$ cat src/logic/arcade_input_config.svh
//====================
// Build-time settings for the player-input block
// Event FIFO depth and PS/2 clock filter length
//====================

`ifndef ARCADE_INPUT_CONFIG_SVH
`define ARCADE_INPUT_CONFIG_SVH

// ====================
// Event queue
// ====================

// Number of key events held between the decoder and the mapper
`define ARC_EVT_FIFO_DEPTH 8

// ====================
// PS/2 line filter
// ====================

// Equal samples of the PS/2 clock needed before an edge counts
`define ARC_PS2_FILTER_LEN 4

`endif

$ cat src/logic/arcade_input_pkg.sv
//====================
// Shared types for the player-input block
// Key action, decoder frame state, control bus index, scan code
//====================

package arcade_input_pkg;

	// A PS/2 make code as it appears on the wire
	typedef logic [7:0] scan_code_t;

	// Whether a key went down or came back up
	typedef enum logic {
		key_press   = 1'b0,
		key_release = 1'b1
	} key_action_e;

	// Frame receiver states of the PS/2 decoder
	typedef enum logic [1:0] {
		st_idle   = 2'd0,
		st_data   = 2'd1,
		st_parity = 2'd2,
		st_stop   = 2'd3
	} ps2_state_e;

	// Bit position of each player function on the control bus and the joystick ports
	typedef enum logic [2:0] {
		ctrl_fire   = 3'd0,
		ctrl_start1 = 3'd1,
		ctrl_start2 = 3'd2,
		ctrl_coin   = 3'd3,
		ctrl_up     = 3'd4,
		ctrl_down   = 3'd5,
		ctrl_left   = 3'd6,
		ctrl_right  = 3'd7
	} ctrl_bit_e;

endpackage

$ cat src/logic/ps2_key_decoder.sv
//====================
// PS/2 keyboard decoder
// Line synchronisers, clock filter, frame FSM, E0/F0 prefixes, event output
//====================

`include "arcade_input_config.svh"

module ps2_key_decoder (
	input  logic                          clk_sys,
	input  logic                          rst_i,
	input  logic                          ps2_clk_i,
	input  logic                          ps2_data_i,
	output logic                          evt_valid_o,
	input  logic                          evt_ready_i,
	output arcade_input_pkg::scan_code_t  evt_code_o,
	output logic                          evt_ext_o,
	output arcade_input_pkg::key_action_e evt_action_o,
	output logic                          overrun_o,
	output logic                          frame_err_o
);

	localparam int FILT_LEN = `ARC_PS2_FILTER_LEN;
	localparam int FILT_W = $clog2(FILT_LEN + 1);

	logic [1:0] clk_sync;
	logic [1:0] data_sync;
	logic clk_filt;
	logic [FILT_W-1:0] filt_cnt;
	logic filt_flip;
	logic clk_fall;

	arcade_input_pkg::ps2_state_e state;
	logic [2:0] bit_cnt;
	arcade_input_pkg::scan_code_t shift_reg;
	logic parity_ok;
	logic ext_flag;
	logic rel_flag;

	logic byte_done;
	logic frame_ok;
	logic is_prefix;
	logic evt_held;
	logic evt_load;

	// ====================
	// Input conditioning
	// ====================

	// Both lines idle high, so the synchronisers come out of reset that way
	always_ff @(posedge clk_sys) begin
		if (rst_i) begin
			clk_sync  <= 2'b11;
			data_sync <= 2'b11;
		end else begin
			clk_sync  <= {clk_sync[0], ps2_clk_i};
			data_sync <= {data_sync[0], ps2_data_i};
		end
	end

	// The filtered clock only follows after FILT_LEN samples in a row disagree with it
	assign filt_flip = (clk_sync[1] != clk_filt) && (filt_cnt == FILT_W'(FILT_LEN - 1));
	assign clk_fall  = filt_flip && clk_filt;

	always_ff @(posedge clk_sys) begin
		if (rst_i) begin
			clk_filt <= 1'b1;
			filt_cnt <= '0;
		end else if (clk_sync[1] == clk_filt) begin
			filt_cnt <= '0;
		end else if (filt_flip) begin
			clk_filt <= clk_sync[1];
			filt_cnt <= '0;
		end else begin
			filt_cnt <= filt_cnt + 1'b1;
		end
	end

	// ====================
	// Frame receiver
	// ====================

	assign byte_done = clk_fall && (state == arcade_input_pkg::st_stop);
	assign frame_ok  = data_sync[1] && parity_ok;
	assign is_prefix = (shift_reg == 8'hE0) || (shift_reg == 8'hF0);
	assign evt_held  = evt_valid_o && !evt_ready_i;
	assign evt_load  = byte_done && frame_ok && !is_prefix && !evt_held;

	always_ff @(posedge clk_sys) begin
		if (rst_i) begin
			state       <= arcade_input_pkg::st_idle;
			bit_cnt     <= '0;
			parity_ok   <= 1'b0;
			ext_flag    <= 1'b0;
			rel_flag    <= 1'b0;
			evt_valid_o <= 1'b0;
			overrun_o   <= 1'b0;
			frame_err_o <= 1'b0;
		end else begin
			if (evt_valid_o && evt_ready_i)
				evt_valid_o <= 1'b0;
			if (clk_fall) begin
				case (state)
					arcade_input_pkg::st_idle: begin
						if (!data_sync[1]) begin
							state   <= arcade_input_pkg::st_data;
							bit_cnt <= '0;
						end else begin
							// A high start bit means we lost frame alignment
							frame_err_o <= 1'b1;
							ext_flag    <= 1'b0;
							rel_flag    <= 1'b0;
						end
					end
					arcade_input_pkg::st_data: begin
						bit_cnt <= bit_cnt + 1'b1;
						if (bit_cnt == 3'd7)
							state <= arcade_input_pkg::st_parity;
					end
					arcade_input_pkg::st_parity: begin
						// Odd parity over the data byte and the parity bit
						parity_ok <= (^shift_reg) ^ data_sync[1];
						state     <= arcade_input_pkg::st_stop;
					end
					default: begin
						state <= arcade_input_pkg::st_idle;
						if (!frame_ok) begin
							frame_err_o <= 1'b1;
							ext_flag    <= 1'b0;
							rel_flag    <= 1'b0;
						end else if (shift_reg == 8'hE0) begin
							ext_flag <= 1'b1;
						end else if (shift_reg == 8'hF0) begin
							rel_flag <= 1'b1;
						end else begin
							// The previous event is still waiting, so this one is lost
							if (evt_held)
								overrun_o <= 1'b1;
							else
								evt_valid_o <= 1'b1;
							ext_flag <= 1'b0;
							rel_flag <= 1'b0;
						end
					end
				endcase
			end
		end
	end

	// Data bits arrive LSB first
	always_ff @(posedge clk_sys) begin
		if (clk_fall && (state == arcade_input_pkg::st_data))
			shift_reg <= {data_sync[1], shift_reg[7:1]};
		if (evt_load) begin
			evt_code_o   <= shift_reg;
			evt_ext_o    <= ext_flag;
			evt_action_o <= rel_flag ? arcade_input_pkg::key_release
			                         : arcade_input_pkg::key_press;
		end
	end

endmodule

$ cat src/logic/key_event_fifo.sv
//====================
// Synchronous FIFO for key events
// Circular buffer with occupancy count, valid/ready on both sides
//====================

`include "arcade_input_config.svh"

module key_event_fifo #(
	parameter int DEPTH = `ARC_EVT_FIFO_DEPTH
) (
	input  logic                          clk_sys,
	input  logic                          rst_i,
	input  logic                          in_valid_i,
	output logic                          in_ready_o,
	input  arcade_input_pkg::scan_code_t  in_code_i,
	input  logic                          in_ext_i,
	input  arcade_input_pkg::key_action_e in_action_i,
	output logic                          out_valid_o,
	input  logic                          out_ready_i,
	output arcade_input_pkg::scan_code_t  out_code_o,
	output logic                          out_ext_o,
	output arcade_input_pkg::key_action_e out_action_o
);

	localparam int AW = (DEPTH > 1) ? $clog2(DEPTH) : 1;
	localparam int CW = $clog2(DEPTH + 1);

	arcade_input_pkg::scan_code_t  code_mem [DEPTH];
	logic                          ext_mem [DEPTH];
	arcade_input_pkg::key_action_e action_mem [DEPTH];

	logic [AW-1:0] wr_ptr;
	logic [AW-1:0] rd_ptr;
	logic [CW-1:0] count;
	logic push;
	logic pop;

	// Pointers wrap at DEPTH so that depths other than a power of two work too
	function automatic logic [AW-1:0] ptr_next(input logic [AW-1:0] ptr);
		if (ptr == AW'(DEPTH - 1))
			return '0;
		return ptr + 1'b1;
	endfunction

	assign in_ready_o  = (count != CW'(DEPTH));
	assign out_valid_o = (count != '0);
	assign push = in_valid_i && in_ready_o;
	assign pop  = out_valid_o && out_ready_i;

	// Head entry is read straight from the array
	assign out_code_o   = code_mem[rd_ptr];
	assign out_ext_o    = ext_mem[rd_ptr];
	assign out_action_o = action_mem[rd_ptr];

	always_ff @(posedge clk_sys) begin
		if (push) begin
			code_mem[wr_ptr]   <= in_code_i;
			ext_mem[wr_ptr]    <= in_ext_i;
			action_mem[wr_ptr] <= in_action_i;
		end
	end

	always_ff @(posedge clk_sys) begin
		if (rst_i) begin
			wr_ptr <= '0;
			rd_ptr <= '0;
			count  <= '0;
		end else begin
			if (push)
				wr_ptr <= ptr_next(wr_ptr);
			if (pop)
				rd_ptr <= ptr_next(rd_ptr);
			// Push and pop together leave the count alone
			case ({push, pop})
				2'b10:   count <= count + 1'b1;
				2'b01:   count <= count - 1'b1;
				default: count <= count;
			endcase
		end
	end

endmodule

$ cat src/logic/control_mapper.sv
//====================
// Player control mapper
// Key-held state, joystick merge, upright rotation, active-low control bus
//====================

module control_mapper (
	input  logic                          clk_sys,
	input  logic                          rst_i,
	input  logic                          evt_valid_i,
	output logic                          evt_ready_o,
	input  arcade_input_pkg::scan_code_t  evt_code_i,
	input  logic                          evt_ext_i,
	input  arcade_input_pkg::key_action_e evt_action_i,
	input  logic [7:0]                    joy0_i,
	input  logic [7:0]                    joy1_i,
	input  logic                          upright_i,
	output logic [7:0]                    ctrl_n_o
);

	arcade_input_pkg::ctrl_bit_e fn_idx;
	logic fn_hit;
	logic [7:0] held;
	logic [7:0] raw;
	logic [7:0] mapped;

	// One event per cycle is always enough, so the mapper never stalls
	assign evt_ready_o = 1'b1;

	// ====================
	// Key table
	// ====================

	always_comb begin
		fn_hit = 1'b1;
		fn_idx = arcade_input_pkg::ctrl_fire;
		if (evt_ext_i) begin
			// Arrow keys come with the E0 prefix
			case (evt_code_i)
				8'h75:   fn_idx = arcade_input_pkg::ctrl_up;
				8'h72:   fn_idx = arcade_input_pkg::ctrl_down;
				8'h6B:   fn_idx = arcade_input_pkg::ctrl_left;
				8'h74:   fn_idx = arcade_input_pkg::ctrl_right;
				default: fn_hit = 1'b0;
			endcase
		end else begin
			case (evt_code_i)
				8'h29:   fn_idx = arcade_input_pkg::ctrl_fire;
				8'h16:   fn_idx = arcade_input_pkg::ctrl_start1;
				8'h1E:   fn_idx = arcade_input_pkg::ctrl_start2;
				8'h2E:   fn_idx = arcade_input_pkg::ctrl_coin;
				default: fn_hit = 1'b0;
			endcase
		end
	end

	// Press sets the function, release clears it
	always_ff @(posedge clk_sys) begin
		if (rst_i)
			held <= '0;
		else if (evt_valid_i && evt_ready_o && fn_hit)
			held[fn_idx] <= (evt_action_i == arcade_input_pkg::key_press);
	end

	// ====================
	// Merge and rotation
	// ====================

	assign raw = held | joy0_i | joy1_i;

	// Upright cabinets turn the stick a quarter turn
	always_comb begin
		mapped = raw;
		if (upright_i) begin
			mapped[arcade_input_pkg::ctrl_up]    = raw[arcade_input_pkg::ctrl_left];
			mapped[arcade_input_pkg::ctrl_down]  = raw[arcade_input_pkg::ctrl_right];
			mapped[arcade_input_pkg::ctrl_left]  = raw[arcade_input_pkg::ctrl_down];
			mapped[arcade_input_pkg::ctrl_right] = raw[arcade_input_pkg::ctrl_up];
		end
	end

	// The game core wants a low level for an active control
	always_ff @(posedge clk_sys) begin
		if (rst_i)
			ctrl_n_o <= '1;
		else
			ctrl_n_o <= ~mapped;
	end

endmodule

$ cat src/logic/arcade_input_top.sv
//====================
// Player-input block top level
// PS/2 decoder feeding the event FIFO feeding the control mapper
//====================

`include "arcade_input_config.svh"

module arcade_input_top (
	input  logic       clk_sys,
	input  logic       rst_i,
	input  logic       ps2_clk_i,
	input  logic       ps2_data_i,
	input  logic [7:0] joy0_i,
	input  logic [7:0] joy1_i,
	input  logic       upright_i,
	output logic [7:0] ctrl_n_o,
	output logic       overrun_o,
	output logic       frame_err_o
);

	// Decoder to FIFO
	logic                          evt_valid;
	logic                          evt_ready;
	arcade_input_pkg::scan_code_t  evt_code;
	logic                          evt_ext;
	arcade_input_pkg::key_action_e evt_action;

	// FIFO to mapper
	logic                          q_valid;
	logic                          q_ready;
	arcade_input_pkg::scan_code_t  q_code;
	logic                          q_ext;
	arcade_input_pkg::key_action_e q_action;

	ps2_key_decoder u_ps2_key_decoder (
		.clk_sys      (clk_sys),
		.rst_i        (rst_i),
		.ps2_clk_i    (ps2_clk_i),
		.ps2_data_i   (ps2_data_i),
		.evt_valid_o  (evt_valid),
		.evt_ready_i  (evt_ready),
		.evt_code_o   (evt_code),
		.evt_ext_o    (evt_ext),
		.evt_action_o (evt_action),
		.overrun_o    (overrun_o),
		.frame_err_o  (frame_err_o)
	);

	key_event_fifo #(
		.DEPTH (`ARC_EVT_FIFO_DEPTH)
	) u_key_event_fifo (
		.clk_sys      (clk_sys),
		.rst_i        (rst_i),
		.in_valid_i   (evt_valid),
		.in_ready_o   (evt_ready),
		.in_code_i    (evt_code),
		.in_ext_i     (evt_ext),
		.in_action_i  (evt_action),
		.out_valid_o  (q_valid),
		.out_ready_i  (q_ready),
		.out_code_o   (q_code),
		.out_ext_o    (q_ext),
		.out_action_o (q_action)
	);

	control_mapper u_control_mapper (
		.clk_sys      (clk_sys),
		.rst_i        (rst_i),
		.evt_valid_i  (q_valid),
		.evt_ready_o  (q_ready),
		.evt_code_i   (q_code),
		.evt_ext_i    (q_ext),
		.evt_action_i (q_action),
		.joy0_i       (joy0_i),
		.joy1_i       (joy1_i),
		.upright_i    (upright_i),
		.ctrl_n_o     (ctrl_n_o)
	);

endmodule

$ cat config.mk
export PLATFORM = sky130hd
export DESIGN_NAME = arcade_input_top
export DESIGN_NICKNAME = d
export VERILOG_FILES = /design/src/logic/arcade_input_pkg.sv /design/src/logic/ps2_key_decoder.sv /design/src/logic/key_event_fifo.sv /design/src/logic/control_mapper.sv /design/src/logic/arcade_input_top.sv
export VERILOG_INCLUDE_DIRS = /design/src /design/src/logic
export SDC_FILE = /design/constraint.sdc
export NUM_CORES = 1
export LEC_CHECK = 0
export BUFFER_PORTS_ARGS = -buffer_cell sky130_fd_sc_hd__buf_2
export CAP_MARGIN = 20
export CORE_ASPECT_RATIO = 0.9
export CORE_UTILIZATION = 25
export DETAILED_ROUTE_END_ITERATION = 10
export GPL_TIMING_DRIVEN = 0
export PLACE_DENSITY = 0.5
export SLEW_MARGIN = 5
export SYNTH_ARGS = -nofsm -noshare
export SYNTH_HDL_FRONTEND = slang
export SYNTH_HIERARCHICAL = 1
export SYNTH_SLANG_ARGS = --single-unit
$ cat constraint.sdc
create_clock -name clk_sys -period 3.9 [get_ports clk_sys]
set_clock_uncertainty 0.2 [all_clocks]
set_input_delay 0.39 -clock clk_sys [delete_from_list [all_inputs] [get_ports clk_sys]]
set_output_delay 0.39 -clock clk_sys [all_outputs]
set_load 0.01 [all_outputs]
==> results of run 1 <==
[cell families (layout without fill, tap and decap cells)]
| family | count (synthesis) | in the layout | share of synthesized area, % |
|---|---|---|---|
| xor+xnor | 10 | 10 | 1.44 |
| compound gates | 50 | 50 | 5.66 |
| buf+inv | 27 | 98 | 2.04 |
| other cells | 1 | 1 | 0.0617 |
| flops | 146 | 146 | 64.2 |
| fa+ha+maj | 20 | 20 | 4.12 |
| mux | 35 | 35 | 10.1 |
| simple gates | 118 | 118 | 12.4 |
[stage by stage]
stage,hold slack [ns],worst slack [ns],cells,cell area [µm²],power (mW)
after floorplan,0.189,1.20,407,6080,1.70
after global placement,0.195,0.486,738,6600,1.72
after detailed placement,0.200,0.721,744,6680,1.72
after CTS,0.0996,0.715,778,7310,3.35
after global routing,0.108,0.475,780,7320,3.43
final,0.117,0.766,780,7320,3.31
[placed cells by master, fill, tap and decap left out, types with 11 or more instances in the layout]
cell / count
inv_1: 13
mux2_2: 11
dfxtp_1: 48
edfxtp_1: 98
nor3_1: 11
clkbuf_16: 22
mux4_2: 20
a21oi_1: 18
nor2_1: 19
ha_1: 20
buf_2: 32
[timing repair]
action | in CTS | in global routing
endpoints found under the setup margin | 0 | 0
hold buffers | 2 | 0
hold endpoints to repair | 2 | 0
gates resized for setup | 0 | 0
[where the power goes]
group / switching (mW) / total [mW] / leakage (nW) / internal (mW)
registers: 0.00270 / 1.64 / 1.31 / 1.64
logic: 0.0239 / 0.0473 / 0.942 / 0.0234
clock network: 0.600 / 1.62 / 0.301 / 1.02
total: 0.626 / 3.31 / 2.55 / 2.68
[synth_stat cells, drive strengths merged, types with 3 or more instances]
library cell / instances / area [µm²]
a211o: 6 / 53.8
a21oi: 20 / 108
a311oi: 4 / 35.0
and3: 3 / 21.3
and3b: 3 / 27.5
buf: 7 / 48.8
clkbuf: 7 / 26.3
dfxtp: 48 / 961
edfxtp: 98 / 2940
ha: 20 / 250
inv: 13 / 48.8
mux2: 11 / 124
mux2i: 4 / 40.0
mux4: 20 / 450
nand2: 13 / 70.1
nand2b: 9 / 56.3
nand3: 7 / 47.6
nand3b: 4 / 30.0
nand4b: 4 / 35.0
nor2: 19 / 71.3
nor2b: 3 / 18.8
nor3: 16 / 85.1
nor3b: 3 / 22.5
nor4: 7 / 43.8
o21ai: 6 / 30.0
or2: 9 / 56.3
or3: 5 / 31.3
xnor2: 7 / 61.3
xor2: 3 / 26.3
[area by class of cell]
cell class,count,area [µm²]
fillers,2344,16300
flip-flops and latches,146,3900
multi-input cells,234,2080
clock buffers,26,576
well taps,302,378
repair buffers,39,233
plain buffers,14,75.1
inverters,13,48.8
clock inverters,6,32.5
[routing by layer]
layer | vias up | global-route usage, % | part of all wire [%]
met5 | - | 0 | 0
met4 | 0 | 2.92 | 0.91
met3 | 10 | 3.62 | 3.7
met2 | 37 | 16.8 | 49
met1 | 1730 | 11.9 | 46
li1 | 1686 | - | -
[how the worst max path moves through the flow]
stage	to	cells past startpoint	from	slack, ns
finish	u_control_mapper/held[5]	7	flip-flop	0.77
CTS	u_control_mapper/held[5]	7	flip-flop	0.72
global placement	u_key_event_fifo/code_mem[0][2]	4	u_key_event_fifo/count[1]	0.49
detailed placement	u_control_mapper/held[5]	7	flip-flop	0.72
global route	u_control_mapper/held[1]	7	flip-flop	0.48
floorplan	u_control_mapper/held[2]	7	flip-flop	1.20
[worst max-delay path, cell delays in order, from the launching register on]
cell and delay [ns]:
dfxtp_1 0.34, clkbuf_1 0.55, mux4_2 0.41, mux2_2 0.34, nand4bb_4 0.23, nor4_1 0.64, o21ai_1 0.11, a211oi_1 0.23
==> metrics, run 1 <==
Worst-Skew Late Latency about 0.42 ns; CP Max Fanout 10; Max transition margin roughly a quarter; layout cell share with drive strength beyond 1 between 20 and 30%; die width 166 µm; first drt pass iteration count 7; CTS Buf Count 17; Antenna Nets Post-Route 0; Syn Std Cell Area just over 6000 µm²; CTS tree done; FF-to-FF setup slack 0.77 ns; Layout Nets around 510; power per cell area 451 nW/µm²; Worst EP required 4.04 ns; cells on worst reg2reg path 7; Vias/cell 4.44; Async SR Flop Fraction 0%; Hold EP u_control_mapper/ctrl_n_o[7]; hold path depth 2; number of global-route vias before repair 3640; num ports 31; sequential fraction of the synthesis area 64.2%; clock-pin slew on the worst setup and hold paths around 0.060 ns; min-delay worst type input pin to flip-flop; clk root buf clkbuf_16; launching element type of the critical path flip-flop; worst-margin pin slew about 1.1 ns; via count roughly 3500; Post-synth top flop edfxtp_1; number of synthesized flops with an enable pin 98; Peak VDD IR 0.196 mV; Final min period 3.13 ns; CP Capture Type flip-flop; total die area 24900 µm²; Worst EP arrival 3.28 ns; HP Start rst_i; flops & latches, synth 146; Total Wirelength ~11000 µm; Die Y-Extent 150 µm; Core Util, Final 31.0%; Placer Congestion 0.756; TNS Setup 0 ns; initial antenna violation count 0; period utilization ~80%; Post-CTS Setup Bufs 0; Max Slew Vio Count 0; max_cap viols 0; 1st-iter DRT viols 164; final routed DRC violation total 1; violated checks DRC; Leak 2.55 nW; Warnings, synthesis 6; global-route wire length before repair 18800 µm; worst r2r dst u_control_mapper/held[5]; Largest Register u_key_event_fifo/code_mem; syn nets between 400 and 500; Netlist cell types 63; Area growth syn-to-layout 20.5%; initial core utilization 25.8%; WL/cell 14.5 µm; CTS H-tree lvls 4; CORE AREA 23600 µm²; Post-Synthesis Cells between 400 and 500; HPWL Detailed 7870 µm; Bufs on Longest Clock Path 2; Peak Freq 319 MHz; grt ovf 0; critical path class flip-flop to flip-flop; RSZ-0062 raised after global routing false; outcome finished, violations left; # diodes 0; Hold Vio Cnt, Final 0; Port Buffers 29; largest net degree at the start of global routing 17; Mean Syn Cell Area ~15 µm²; CTS Sinks 146; endpoints failing setup 0; max FFs per register 64; GRT Total Usage 9.95%; row count 53
(Power assumes the default switching activity.)
==> inputs of run 2 (changes only) <==
Settings changed: ABC_AREA set to 1, PLACE_DENSITY 0.5 to 0.52.
Clock period 3.9 ns to 2.7 ns, I/O delays scaled along.
==> run 2 against run 1 <==
The run now ends clean. First-iteration DRC count is 27% higher. Sequential share of layout area is 6.0 points lower. Total power is 88% higher. Critical path depth is 12 higher. Final area is 13% higher. Clock power is 36% higher. Wire length is 18% higher. Die area is 8.2% higher. Utilization is 1.3 points higher. Count of clock-buffer cells in the layout is 4 lower. Worst setup slack worse by 0.68 ns. Critical path type unchanged. Largest power group unchanged.
==> metrics, run 2 <==
commonest cells after routing, fill and taps aside edfxtp_1, nand2_1, nor2_1; initial antenna violation count 0; endpoints failing setup 0; clock-pin slew on the worst setup and hold paths 0.06 ns; commonest non-fill, non-tap cell in the layout edfxtp_1; num ports 31; outcome completed; CTS H-tree lvls 4; worst stage delay on the critical path 0.40 ns; worst-margin pin slew 0.955 ns; area of the multi-input gates 2410 µm²; Worst EP required 2.81 ns; first drt pass iteration count 4; largest net degree at the start of global routing 17; Top delay family on crit path simple AND/OR/NAND/NOR gates; Total Wirelength between 10000 and 15000 µm; slowest CP cell dfxtp_4; sequential fraction of the synthesis area 59.3%; layout cell share with drive strength beyond 1 25.6%; logic gate share of total power 24.5%; CORE AREA 25500 µm²; via count 4529; CTS tree done; largest area contributor in the netlist edfxtp_1; power per cell area around 750 nW/µm²; Hold WS 0.210 ns; Syn Std Cell Area 6590 µm²; total die area roughly 27000 µm²; GRT Total Usage 10.4%; die width 173 µm; Peak VDD IR roughly 0.37 mV; RSZ-0062 raised after global routing true; Synth top area share 44.7%; Final min period 2.61 ns; Largest Register u_key_event_fifo/code_mem; clock network power share 35.6%; CP Capture Type flip-flop; count leader, synth nand2_1; Pint 4.35 mW; initial core utilization around 26%; Placer Congestion 0.825; Bufs on Longest Clock Path 2; crit path cell chain buf_12, buf_12, mux2i_4, o22ai_2, nand2_1, nand2_4, inv_2, nand2_1, nor2_1, nand2_1, nand2_1, nand2_1, nand2_2, nor2_4, nor2_4, buf_8, nand3_1, nand2_1, nor2_1; Leak 3.21 nW; max_cap viols 0; # diodes 0; HPWL Detailed about 9100 µm; Area growth syn-to-layout 25.5%; CP most frequent cell nand2_1; Peak Freq between 300 and 400 MHz; Mean Syn Cell Area about 10 µm²; Die Y-Extent approximately 160 µm; max FFs per register 64; Post-synth top flop edfxtp_1; global-route wire length before repair 22000 µm; Post-Synthesis Cells between 600 and 700; Layout Nets 775; WP buf/inv 4; Sequential Power Share between 30% and 40%; Worst EP arrival between 2 and 3 ns; switching share of power 29.9%; Antenna Nets Post-Route 0; fill cell total of the finished layout 2580; Max transition margin 36.1%; Port Buffers 30; Max Slew Vio Count 0; CTS Sinks ~150; min-delay worst type flip-flop to flip-flop; Warnings, synthesis 6; Async SR Flop Fraction 0%; Synth area leaders edfxtp_1, dfxtp_1, nand2_1, nor2_1, inv_1; Netlist cell types 40; grt ovf 0; most frequent cells after synthesis nand2_1, edfxtp_1, nor2_1; Storage cell area roughly 3900 µm²; Worst-Skew Late Latency 0.42 ns; critical path class flip-flop to flip-flop; number of synthesized flops with an enable pin slightly below 100; WL/cell 12.2 µm; period utilization 96.8%; Core Util, Final 32.4%; CP Max Fanout 6; total net switching power 1.85 mW; row count 55; CTS Buf Count 17; syn nets 692; 1st-iter DRT viols 208; final routed DRC violation total 0; launching element type of the critical path flip-flop; number of global-route vias before repair 4348; clk root buf clkbuf_16; Hold Vio Cnt, Final 0; Vias/cell 4.16; flops & latches, synth between 100 and 150
[run 2: cell types whose count changed after synthesis, sizes merged, moves of 20 or more]
cell   previous run  this run
inv              13        78
nor2             19       106
nand3             7        34
nand2            13       121
mux4             20         0
o21ai             6        50
[run 2: what timing repair did]
item                                    4_1_cts  5_1_grt
endpoints found under the hold margin        11        0
setup buffers                                 0        9
hold buffers                                 23        0
endpoints found under the setup margin        7        8
pin swaps                                     0        7
gates resized for setup                       4       62
gates cloned                                  0        1
[run 2: final timing paths]
check	cells past startpoint	start	slack, ns	endpoint
worst max-delay path	19	flip-flop	0.09	u_control_mapper/held[3]
worst min-delay path	1	u_ps2_key_decoder/data_sync[0]	0.21	u_ps2_key_decoder/data_sync[1]
worst max register to register	19	flip-flop	0.09	u_control_mapper/held[3]
worst min register to register	1	u_ps2_key_decoder/data_sync[0]	0.21	u_ps2_key_decoder/data_sync[1]
[run 2: logic make-up after synthesis]
family          count (synthesis)  share of synthesized area [%]
simple gates                  281                           19.5
flops                         146                           59.3
buf+inv                        97                           6.52
compound gates                 92                           8.78
fa+ha+maj                      20                           3.80
mux                            10                           1.52
xor+xnor                        4                          0.532
other cells                     1                         0.0569
[run 2: area by class of cell]
class                   count  area share [%]
plain buffers              18            1.91
clock buffers              22            6.01
well taps                 342            5.18
multi-input cells         408            29.1
inverters                  79            3.59
flip-flops and latches    146            47.3
repair buffers             64            6.06
clock inverters            10           0.848
[run 2: power groups by stage]
stage,Combinational [mW],Sequential [mW],Clock [mW]
finish,1.52,2.47,2.21
global route,1.69,2.48,2.38
CTS,1.28,2.47,2.30
detailed placement,1.24,2.51,0
global placement,1.24,2.51,0
floorplan,0.956,2.50,0
[run 2: per-layer routing]
layer / part of all wire, % / track usage, %
met1: 51 / 13.8
met2: 46 / 16.2
met3: 2.6 / 2.90
met4: 0.64 / 3.29
met5: 0 / 0
[run 2: per-stage QoR]
step / setup slack [ns] / total power, mW / cell area, µm² / TNS [ns] / instances
3_5_place_dp: -0.0713 / 3.76 / 7160 / -0.208 / 1023
3_3_place_gp: -0.0799 / 3.75 / 7160 / -0.234 / 1023
4_1_cts: 0.00173 / 6.05 / 7970 / 0 / 1078
5_1_grt: -0.0729 / 6.55 / 8270 / -0.372 / 1089
6_report: 0.0854 / 6.21 / 8270 / 0 / 1089
2_1_floorplan: 0.388 / 3.46 / 6590 / 0 / 651
[run 2: worst reg2reg max path, stage by stage (launching register included)]
cell	delay (ns)
dfxtp_4	0.40
buf_12	0.17
buf_12	0.14
mux2i_4	0.23
o22ai_2	0.09
nand2_1	0.11
nand2_4	0.10
inv_2	0.07
nand2_1	0.07
nor2_1	0.13
nand2_1	0.07
nand2_1	0.06
nand2_1	0.06
nand2_2	0.09
nor2_4	0.04
nor2_4	0.20
buf_8	0.15
nand3_1	0.06
nand2_1	0.08
nor2_1	0.04
==> inputs of run 3 (changes only) <==
Clock period 2.7 ns to 2.25 ns, I/O delays scaled along.
==> run 3 against run 2 <==
Non-clock buffer count shrank 4. The flow now finishes with violations (setup timing). Largest cell class unchanged. Critical endpoint is now u_control_mapper/held[6]. Register-to-register slack lost 0.35 ns. Critical path depth is the same. Sequential power grew 20%. Worst setup slack lost 0.35 ns. First-iteration DRC count grew 6.7%.
==> metrics, run 3 (synthesis results as in run 2) <==
outcome finished, violations left; violated checks setup timing; 1st-iter DRT viols 222; Worst-Skew Late Latency 0.43 ns; CTS tree done; clk root buf clkbuf_16; number of global-route vias before repair 4320; period utilization 112%; power after layout 7.47 mW; Largest Register u_key_event_fifo/code_mem; placed cell areas 7170 µm²; clock-pin slew on the worst setup and hold paths roughly 0.060 ns; CP Max Fanout 10; CORE AREA 25500 µm²; commonest non-fill, non-tap cell in the layout nand2_1; Leak 3.18 nW; # diodes 0; num ports 31; Bufs on Longest Clock Path 2; commonest cells after routing, fill and taps aside nand2_1, edfxtp_1, nor2_1; endpoints failing setup 8; Die Y-Extent approximately 160 µm; launching element type of the critical path flip-flop; Place WS -0.479 ns; grt ovf 0; initial core utilization 25.8%; final worst slack -0.261 ns; HPWL Detailed 9060 µm; WL/cell 12.1 µm; Peak Freq 398 MHz; Core Util, Final 32.1%; CTS H-tree lvls 4; hold path depth 4; layout cell share with drive strength beyond 1 25.4%; largest net degree at the start of global routing 17; Worst EP required 2.37 ns; row count 55; Port Buffers 30; Placer Congestion 0.822; GRT Total Usage 10.3%; global-route wire length before repair between 20000 and 25000 µm; fill cell total of the finished layout around 2600; final routed DRC violation total 0; min-delay worst type input pin to flip-flop; Peak VDD IR 0.502 mV; first drt pass iteration count 4; Hold Vio Cnt, Final 0; Vias/cell 4.13; post-route design area 8200 µm²; CTS Buf Count 17; power per cell area 910 nW/µm²; Worst EP arrival approximately 2.6 ns; CTS Sinks 146; Max Slew Vio Count 0; Antenna Nets Post-Route 0; Final min period 2.51 ns; max FFs per register 64; via count 4481; Total Wirelength 13100 µm; TNS Setup -1.90 ns; Area growth syn-to-layout 24.6%; Hold EP u_ps2_key_decoder/bit_cnt[0]; FF-to-FF setup slack -0.26 ns; HP Start rst_i; RSZ-0062 raised after global routing true; die width 173 µm; cells on worst reg2reg path 19; worst-margin pin slew 0.764 ns; worst r2r dst u_control_mapper/held[6]; Layout Nets 771; critical path class flip-flop to flip-flop; Max transition margin approximately half; total die area 27000 µm²; max_cap viols 0; initial antenna violation count 0; CP Capture Type flip-flop
run 3: changes by cell type in the layout (fill, tap and decap cells not counted), moves of 3 or more:
cell,delta
nand2_2,-6
o21ai_2,+3
nor2_1,-7
nand2_1,+6
o21ai_1,-4
nor2_2,+9
run 3: worst max-delay path: stages (launching register included):
cell and delay, ns:
dfxtp_4 0.40, buf_8 0.14, nor2_1 0.05, nor2_1 0.08, o21ai_1 0.08, o21ai_1 0.10, nand2_1 0.11, nand2_2 0.15
inv_2 0.06, nand2_2 0.10, inv_1 0.05, nand2_1 0.06, nand2_1 0.09, nand2_2 0.10, nand2_2 0.07, nor2_2 0.16
nor2_4 0.06, buf_4 0.16, a21oi_1 0.13, nor2_1 0.06
run 3: layout make-up:
type | instances | area, µm² | share of cell area (%)
Multi-Input combinational cell | 408 | 2390 | 29.2
Clock buffer | 20 | 489 | 5.96
Clock inverter | 12 | 92.6 | 1.13
Buffer | 18 | 164 | 2.00
Sequential cell | 146 | 3910 | 47.6
Inverter | 79 | 297 | 3.61
Tap cell | 342 | 428 | 5.22
Timing Repair Buffer | 60 | 433 | 5.28
run 3: worst max-delay path by stage:
| stage | endpoint |
|---|---|
| finish | u_control_mapper/held[6] |
| global route | u_control_mapper/held[0] |
| CTS | u_control_mapper/held[0] |
| detailed placement | u_control_mapper/held[6] |
| global placement | u_control_mapper/held[4] |
| floorplan | u_control_mapper/held[3] |
run 3: timing repair:
action                                  CTS  global route
hold buffers                             23             0
gates resized for setup                  21            36
endpoints found under the setup margin   28            29
pin swaps                                 1             6
buffers inserted                          2             4
hold endpoints to repair                 11             0
cloned                                    1             0
run 3: stage by stage:
step | hold WS [ns] | std cells
2_1_floorplan | 0.117 | 651
3_3_place_gp | 0.193 | 1023
3_5_place_dp | 0.193 | 1023
4_1_cts | 0.0370 | 1081
5_1_grt | 0.0860 | 1085
6_report | 0.0398 | 1085
run 3: report_power, final:
group	switching (mW)	internal (mW)	leakage, nW	total, mW
combinational	1.05	0.711	1.62	1.76
clock	1.15	1.59	0.290	2.74
sequential	0.0678	2.90	1.27	2.97
total	2.27	5.20	3.18	7.47
run 3: metal layers:
layer  up-vias  routed length (µm)  part of all wire (%)  global-route usage (%)
met3         9                 428                   3.3                    2.97
met5         -                   0                     0                       0
met2        51                5840                    45                    16.1
li1       2343                   -                     -                       -
met1      2078                6750                    51                    13.6
met4         0                 100                  0.76                    3.12
